File: src/logic/am_pkg.sv
package am_pkg;

	// ********************
	// Board geometry
	// ********************
	localparam int n_layers   = 6;	// Detector layers, one FIFO each
	localparam int n_lambs    = 4;	// Pattern-matching boards
	localparam int lamb_idx_w = $clog2(n_lambs);

	// Word widths
	localparam int hit_w  = 18;
	localparam int road_w = 21;	// Road address from a LAMB
	localparam int tag_w  = 16;	// Event tag in end-event words

	// ********************
	// Word formats
	// ********************

	// Layer FIFO word, 21 bits
	typedef struct packed {
		logic             ee;	// End-event flag
		logic [1:0]       spare;
		logic [hit_w-1:0] payload;	// Hit, or tag in low bits on end-event
	} layer_word_t;

	// Hit broadcast to all LAMBs, fanned out on the board
	typedef struct packed {
		logic [n_layers-1:0][hit_w-1:0] hit;	// One slot per layer
		logic [n_layers-1:0]            wr_en;	// Slot k written this cycle
	} hit_bus_t;

	// Output word, 24 bits
	typedef struct packed {
		logic                  ee;	// End-event flag
		logic [lamb_idx_w-1:0] lamb;	// Source board, zero on end-event
		logic [road_w-1:0]     payload;	// Road, or tag in low bits
	} road_word_t;

endpackage

File: src/logic/word_skid.sv
`timescale 1ns/1ns

module word_skid #(
	parameter type payload_t = logic
) (
	input  logic     clk,
	input  logic     rst_n,
	input  payload_t in_data,
	input  logic     in_valid,
	output logic     in_ready,
	output payload_t out_data,
	output logic     out_valid,
	input  logic     out_ready
);

	payload_t skid_data;	// Parking slot while output stalls
	logic     skid_valid;
	logic     in_fire;
	logic     out_free;	// Output slot can load this cycle

	// Ready comes from a flop, never from out_ready
	assign in_ready = ~skid_valid;
	assign in_fire  = in_valid & in_ready;
	assign out_free = out_ready | ~out_valid;

	// Control flags
	always_ff @(posedge clk or negedge rst_n) begin
		if (!rst_n) begin
			out_valid  <= 1'b0;
			skid_valid <= 1'b0;
		end else if (out_free) begin
			out_valid  <= skid_valid | in_fire;	// Parked word goes first
			skid_valid <= 1'b0;
		end else if (in_fire) begin
			skid_valid <= 1'b1;	// Output held, park new word
		end
	end

	// Payload, no reset needed
	always_ff @(posedge clk) begin
		if (out_free) begin
			out_data <= skid_valid ? skid_data : in_data;
		end else if (in_fire) begin
			skid_data <= in_data;
		end
	end

endmodule

File: src/logic/layer_input.sv
`timescale 1ns/1ns

module layer_input (
	input  logic                                       clk,
	input  logic                                       rst_n,
	input  logic [am_pkg::n_layers-1:0]                ef_b,	// Low when FIFO empty
	output logic [am_pkg::n_layers-1:0]                rden_b,	// Active-low read
	input  am_pkg::layer_word_t [am_pkg::n_layers-1:0] lay_in,	// Registered FIFO data
	output am_pkg::layer_word_t [am_pkg::n_layers-1:0] word,
	output logic [am_pkg::n_layers-1:0]                word_valid,
	input  logic [am_pkg::n_layers-1:0]                word_ready
);
	import am_pkg::*;

	logic [n_layers-1:0] in_flight;	// Read issued last cycle, data on lay_in now
	logic [n_layers-1:0] skid_ready;	// Skid has a free slot

	// Read only when the returning word is sure to fit
	// Skid cannot fill while nothing is in flight, so ready holds one more cycle
	assign rden_b = ~(ef_b & ~in_flight & skid_ready);

	always_ff @(posedge clk or negedge rst_n) begin
		if (!rst_n) begin
			in_flight <= '0;
		end else begin
			in_flight <= ~rden_b;	// FIFO answers one cycle after read
		end
	end

	// ********************
	// One skid per layer
	// ********************
	for (genvar k = 0; k < n_layers; k++) begin : g_lay
		word_skid #(
			.payload_t(layer_word_t)
		) u_skid (
			.clk      (clk),
			.rst_n    (rst_n),
			.in_data  (lay_in[k]),	// Captured in the cycle after rden_b
			.in_valid (in_flight[k]),
			.in_ready (skid_ready[k]),
			.out_data (word[k]),
			.out_valid(word_valid[k]),
			.out_ready(word_ready[k])
		);
	end

endmodule

File: src/logic/event_fsm.sv
`timescale 1ns/1ns

module event_fsm (
	input  logic                                       clk,
	input  logic                                       rst_n,
	input  am_pkg::layer_word_t [am_pkg::n_layers-1:0] word,
	input  logic [am_pkg::n_layers-1:0]                word_valid,
	output logic [am_pkg::n_layers-1:0]                word_ready,
	input  logic [am_pkg::n_lambs-1:0]                 road_end,	// LAMB finished matching
	input  logic                                       collector_idle,
	output am_pkg::hit_bus_t                           lamb_hits,
	output logic                                       init_ev,	// One-cycle event init
	output am_pkg::road_word_t                         ee_word,
	output logic                                       ee_valid,
	input  logic                                       ee_ready
);
	import am_pkg::*;

	typedef enum logic [1:0] {
		st_hits,	// Broadcasting until every layer gave its end-event
		st_roads,	// LAMBs and collector draining
		st_ee	// End-event word offered to output
	} state_t;

	state_t                         state;
	logic [n_layers-1:0]            done;	// End-event seen per layer
	logic [n_layers-1:0]            accept;
	logic [n_layers-1:0]            ee_seen;	// Accepted word is end-event
	logic [n_layers-1:0]            hit_seen;	// Accepted word is a hit
	logic [tag_w-1:0]               tag;	// From layer 0
	logic [n_layers-1:0][hit_w-1:0] hit_q;
	logic [n_layers-1:0]            wr_en_q;
	logic                           ee_fire;

	// Per-layer accept, stalled once done
	always_comb begin
		for (int k = 0; k < n_layers; k++) begin
			word_ready[k] = (state == st_hits) && !done[k];
			accept[k]     = word_valid[k] & word_ready[k];
			ee_seen[k]    = accept[k] & word[k].ee;
			hit_seen[k]   = accept[k] & ~word[k].ee;
		end
	end

	// ********************
	// Event state machine
	// ********************
	always_ff @(posedge clk or negedge rst_n) begin
		if (!rst_n) begin
			state   <= st_hits;
			done    <= '0;
			init_ev <= 1'b0;
		end else begin
			init_ev <= 1'b0;	// Pulse only
			case (state)
				st_hits: begin
					done <= done | ee_seen;
					if (&done) begin
						state <= st_roads;
					end
				end
				st_roads: begin
					if (&road_end && collector_idle) begin
						state <= st_ee;	// All roads out of the collector
					end
				end
				st_ee: begin
					if (ee_fire) begin
						state   <= st_hits;	// Next event
						done    <= '0;
						init_ev <= 1'b1;
					end
				end
				default: state <= st_hits;
			endcase
		end
	end

	// Hit bus, enables one cycle per hit
	always_ff @(posedge clk or negedge rst_n) begin
		if (!rst_n) begin
			wr_en_q <= '0;
		end else begin
			wr_en_q <= hit_seen;	// End-event words never reach the bus
		end
	end

	always_ff @(posedge clk) begin
		for (int k = 0; k < n_layers; k++) begin
			if (hit_seen[k]) begin
				hit_q[k] <= word[k].payload;
			end
		end
		if (ee_seen[0]) begin
			tag <= word[0].payload[tag_w-1:0];
		end
	end

	assign lamb_hits.hit   = hit_q;
	assign lamb_hits.wr_en = wr_en_q;

	// End-event word, tag zero-extended
	assign ee_valid        = (state == st_ee);
	assign ee_fire         = ee_valid & ee_ready;
	assign ee_word.ee      = 1'b1;
	assign ee_word.lamb    = '0;
	assign ee_word.payload = {{(road_w-tag_w){1'b0}}, tag};

endmodule

File: src/logic/road_collector.sv
`timescale 1ns/1ns

module road_collector (
	input  logic                                         clk,
	input  logic                                         rst_n,
	input  logic [am_pkg::n_lambs-1:0]                   dr_b,	// Low while LAMB holds a road
	input  logic [am_pkg::n_lambs-1:0][am_pkg::road_w-1:0] ladd,
	output logic [am_pkg::n_lambs-1:0]                   sel_b,	// Active-low road acknowledge
	output am_pkg::road_word_t                           road,
	output logic                                         road_valid,
	input  logic                                         road_ready,
	output logic                                         idle
);
	import am_pkg::*;

	logic [lamb_idx_w-1:0] ptr;	// LAMB checked this cycle
	logic                  gap;	// Road taken last cycle, LAMB still releasing
	logic                  take;

	// Select only into an empty output register, never two cycles running
	assign take = ~dr_b[ptr] & ~road_valid & ~gap;

	always_comb begin
		sel_b      = '1;
		sel_b[ptr] = ~take;	// Same cycle the road is registered
	end

	// Nothing held here and nothing pending at the LAMBs
	assign idle = ~road_valid & (&dr_b);

	// ********************
	// Round robin
	// ********************
	always_ff @(posedge clk or negedge rst_n) begin
		if (!rst_n) begin
			ptr        <= '0;
			gap        <= 1'b0;
			road_valid <= 1'b0;
		end else begin
			gap <= take;
			if (take) begin
				road_valid <= 1'b1;
			end else if (road_ready) begin
				road_valid <= 1'b0;
			end
			// Move on after a serve or an idle board, wait on a blocked one
			if (take || dr_b[ptr]) begin
				ptr <= (ptr == lamb_idx_w'(n_lambs - 1)) ? '0 : ptr + 1'b1;
			end
		end
	end

	// Road payload
	always_ff @(posedge clk) begin
		if (take) begin
			road <= '{ee: 1'b0, lamb: ptr, payload: ladd[ptr]};
		end
	end

endmodule

File: src/logic/road_output.sv
`timescale 1ns/1ns

module road_output (
	input  logic               clk,
	input  logic               rst_n,
	input  am_pkg::road_word_t road,
	input  logic               road_valid,
	output logic               road_ready,
	input  am_pkg::road_word_t ee_word,
	input  logic               ee_valid,
	output logic               ee_ready,
	output am_pkg::road_word_t odata,
	output logic               wr_road,	// Write strobe to next board
	input  logic               rhold_b	// High when downstream can take a word
);
	import am_pkg::*;

	road_word_t merge_data;
	logic       merge_valid;
	logic       merge_ready;
	logic       out_valid;

	// ********************
	// Merge, roads first
	// ********************
	assign merge_data  = road_valid ? road : ee_word;
	assign merge_valid = road_valid | ee_valid;
	assign road_ready  = merge_ready;
	assign ee_ready    = merge_ready & ~road_valid;	// End-event waits behind roads

	word_skid #(
		.payload_t(road_word_t)
	) u_skid (
		.clk      (clk),
		.rst_n    (rst_n),
		.in_data  (merge_data),
		.in_valid (merge_valid),
		.in_ready (merge_ready),
		.out_data (odata),
		.out_valid(out_valid),
		.out_ready(rhold_b)	// Hold stalls the skid, no loss
	);

	// Strobe only when downstream takes it
	assign wr_road = out_valid & rhold_b;

endmodule

File: src/logic/am_ctrl_top.sv
`timescale 1ns/1ns

module am_ctrl_top (
	input  logic                                         clk,
	input  logic                                         rst_n,
	input  logic [am_pkg::n_layers-1:0]                  ef_b,	// FIFO empty flags
	input  am_pkg::layer_word_t [am_pkg::n_layers-1:0]   lay_in,
	input  logic [am_pkg::n_lambs-1:0]                   dr_b,
	input  logic [am_pkg::n_lambs-1:0][am_pkg::road_w-1:0] ladd,
	input  logic [am_pkg::n_lambs-1:0]                   road_end,
	input  logic                                         rhold_b,
	output logic [am_pkg::n_layers-1:0]                  rden_b,
	output am_pkg::hit_bus_t                             lamb_hits,	// Shared by all LAMBs
	output logic                                         init_ev,
	output logic [am_pkg::n_lambs-1:0]                   sel_b,
	output am_pkg::road_word_t                           odata,
	output logic                                         wr_road
);
	import am_pkg::*;

	// Layer streams
	layer_word_t [n_layers-1:0] word;
	logic [n_layers-1:0]        word_valid;
	logic [n_layers-1:0]        word_ready;

	// Road and end-event paths
	road_word_t road;
	logic       road_valid;
	logic       road_ready;
	logic       collector_idle;
	road_word_t ee_word;
	logic       ee_valid;
	logic       ee_ready;

	// ********************
	// Input side
	// ********************
	layer_input u_layer_input (
		.clk       (clk),
		.rst_n     (rst_n),
		.ef_b      (ef_b),
		.rden_b    (rden_b),
		.lay_in    (lay_in),
		.word      (word),
		.word_valid(word_valid),
		.word_ready(word_ready)
	);

	event_fsm u_event_fsm (
		.clk           (clk),
		.rst_n         (rst_n),
		.word          (word),
		.word_valid    (word_valid),
		.word_ready    (word_ready),
		.road_end      (road_end),
		.collector_idle(collector_idle),
		.lamb_hits     (lamb_hits),
		.init_ev       (init_ev),
		.ee_word       (ee_word),
		.ee_valid      (ee_valid),
		.ee_ready      (ee_ready)
	);

	// ********************
	// Road side
	// ********************
	road_collector u_road_collector (
		.clk       (clk),
		.rst_n     (rst_n),
		.dr_b      (dr_b),
		.ladd      (ladd),
		.sel_b     (sel_b),
		.road      (road),
		.road_valid(road_valid),
		.road_ready(road_ready),
		.idle      (collector_idle)
	);

	road_output u_road_output (
		.clk       (clk),
		.rst_n     (rst_n),
		.road      (road),
		.road_valid(road_valid),
		.road_ready(road_ready),
		.ee_word   (ee_word),
		.ee_valid  (ee_valid),
		.ee_ready  (ee_ready),
		.odata     (odata),
		.wr_road   (wr_road),
		.rhold_b   (rhold_b)
	);

endmodule

File: config.mk
export PLATFORM = sky130hd
export DESIGN_NAME = am_ctrl_top
export DESIGN_NICKNAME = d
export VERILOG_FILES = /design/src/logic/am_pkg.sv /design/src/logic/word_skid.sv /design/src/logic/layer_input.sv /design/src/logic/event_fsm.sv /design/src/logic/road_collector.sv /design/src/logic/road_output.sv /design/src/logic/am_ctrl_top.sv
export SDC_FILE = /design/constraint.sdc
export NUM_CORES = 1
export LEC_CHECK = 0
export BUFFER_PORTS_ARGS = -buffer_cell sky130_fd_sc_hd__buf_2
export CAP_MARGIN = 5
export CORE_UTILIZATION = 50
export DETAILED_ROUTE_END_ITERATION = 16
export PLACE_DENSITY = 0.82
export SLEW_MARGIN = 20
export SYNTH_ARGS = -nofsm -noshare
export SYNTH_HDL_FRONTEND = slang
export SYNTH_HIERARCHICAL = 1
export SYNTH_SLANG_ARGS = --single-unit
File: constraint.sdc
create_clock -name clk -period 3.4 [get_ports clk]
set_input_delay 0.68 -clock clk [delete_from_list [all_inputs] [get_ports clk]]
set_output_delay 0.68 -clock clk [all_outputs]
set_load 0.1 [all_outputs]
==> results.json <==
{
  "worst-path-buf-inv": 1,
  "track_usage": 0.1877,
  "final.setup_skew_ns": 0.009900,
  "hold_viol": 0,
  "synth_area_mm2": 0.01783,
  "routed_wl_um": 34370,
  "synth_area_per_cell_um2": 21.85,
  "multiInputGateArea_mm2": 0.003672,
  "grt_remaining_overflow": 0,
  "synthToLayoutAreaGrowth_pct": 21.05,
  "netlist_instances": 816,
  "whs_ns": 0.1517,
  "seq_area_mm2": 0.01368,
  "p_leak_nw": 8.552,
  "start_kind": "flop",
  "fmax_ghz": 0.3186,
  "worstPathArrival_ns": 2.46,
  "clockBufferDepth": 3,
  "gp_congestion": 0.8499,
  "period_needed_ns": 3.139,
  "path_clk_slew_ns": 0.06,
  "critPathKind": "flop to output port",
  "cts_hold_buf": 0,
  "status": "complete, no violations",
  "tns_ns": 0,
  "cap_violations": 0,
  "drv_slew": 0,
  "grt_pass1_vias": 9047,
  "hold_path_class": "input port to asynchronous set/reset pin",
  "max-slew-margin-rel": 0.4835,
  "pin_count": 377,
  "setup_viol": 0,
  "crit_family": "flip-flops",
  "start_util": 0.5124,
  "cts_root_buf": "clkbuf_16",
  "nets": 1458,
  "cts-resized-gates": 0,
  "via_count": 8658,
  "cp-end-kind": "output port",
  "rsz0062_at_grt": "false",
  "drtPass1Iterations": 7,
  "grt_max_degree": 27,
  "fp-row-count": 68,
  "path_cells": "mux4_2 -> nor3_4 -> nand2_1 -> buf_2",
  "cts_buffers": 46,
  "drt_iter0_drc": 477,
  "die_h_um": 190.9,
  "p_per_area_mw_per_mm2": 767.5,
  "irDropWorstVdd_uv": 1228,
  "grt_pass1_wl_um": 51760,
  "io_buffers": 364,
  "cp.required_ns": 2.72,
  "period_share": 0.9233,
  "cpPeakStageDelay_ns": 0.66,
  "antenna_found_initial": 4,
  "ant_nets": 0,
  "clk_latency_ns": 0.55,
  "post_drt_wl_per_cell_um": 19.96,
  "die-width_um": 190.9,
  "worst_path_max_delay_cell": "dfrtp_1",
  "dp_hpwl_um": 24370,
  "crit_fanout": 11,
  "postCtsSetupBuffers": 0,
  "clock_sinks": 462,
  "htree_levels": 2,
  "drive_above_1_share": 0.5257,
  "avgViaCountPerCell": 5.028,
  "ys_warn_count": 6,
  "dieArea_mm2": 0.03642,
  "tritoncts": "done",
  "worst_pin_slew_ns": 0.7748,
  "fillerInstances": 2422,
  "core_area_mm2": 0.03480,
  "drc": 0
}
[power by group]
part | total (W) | switching (W) | leakage [nW] | internal (W)
clock network | 0.00513 | 0.00203 | 0.747 | 0.00309
logic | 0.00428 | 0.00258 | 3.52 | 0.00170
registers | 0.00716 | 0.000238 | 4.28 | 0.00692
[cell usage in the layout (no fill, tap or decap), drive strengths merged, types with 7 or more instances in the layout]
cell type,n
mux2,164
mux4,22
buf,398
o21ai,8
nand2b,9
clkbuf,67
conb,9
nand2,21
edfxtp,423
inv,15
dfrtp,39
clkinv,8
nor3b,7
nor2,24
[registers in the layout, summed over array words and instances, names as in the netlist, 16 cells and up]
register / flops
u_layer_input/g_lay.u_skid/out_data: 114
u_layer_input/g_lay.u_skid/skid_data: 114
u_event_fsm/lamb_hits: 108
u_road_output/u_skid/out_data: 24
u_road_output/u_skid/skid_data: 24
u_road_collector/road: 23
u_event_fsm/tag: 16
[metal layers]
metal | wire (um) | GRT usage | vias up
li1 | - | - | 3989
met1 | 13650 | 0.2296 | 4333
met2 | 17620 | 0.3190 | 278
met3 | 2296 | 0.05245 | 58
met4 | 802 | 0.06492 | 0
met5 | 0 | 0 | -
[metrics by stage]
| step | power (W) | worst slack [ns] | area [um^2] | cells | utilization |
|---|---|---|---|---|---|
| floorplan | 0.01116 | 0.01602 | 17860 | 822 | - |
| global placement | 0.01146 | 0.8206 | 20040 | 1634 | 0.5760 |
| detailed placement | 0.01158 | 0.8001 | 20040 | 1634 | 0.5760 |
| CTS | 0.01672 | 0.2307 | 21580 | 1718 | 0.6200 |
| global route | 0.01715 | 0.1346 | 21590 | 1722 | 0.6203 |
| finish | 0.01657 | 0.2608 | 21590 | 1722 | 0.6203 |
[area by class of cell]
class	instances	area share
clock inverter	17	0.01119
multi-input combinational	307	0.1701
clock buffer	67	0.05982
antenna	4	0.0004637
sequential	462	0.6337
timing repair buffer	398	0.09622
tap	455	0.02637
inverter	12	0.002087
[final timing paths]
kind                       slack [ns]  depth (start not counted)                                 startpoint                                          to
min reg2reg                      0.41                          0  u_layer_input/g_lay[1].u_skid/out_data[6]                   u_event_fsm/lamb_hits[30]
max                              0.26                          4                    u_road_collector/ptr[0]                                    sel_b[3]
max reg2reg                      1.01                          5                       u_event_fsm/state[1]  u_layer_input/g_lay[1].u_skid/skid_data[9]
min in group clk                 0.32                          1                                 lay_in[47]  u_layer_input/g_lay[2].u_skid/skid_data[5]
max in group asynchronous        2.60                          2                                      rst_n                  u_layer_input/in_flight[2]
min                              0.15                          1                                      rst_n                      u_event_fsm/wr_en_q[4]
(Power assumes the default switching activity.)
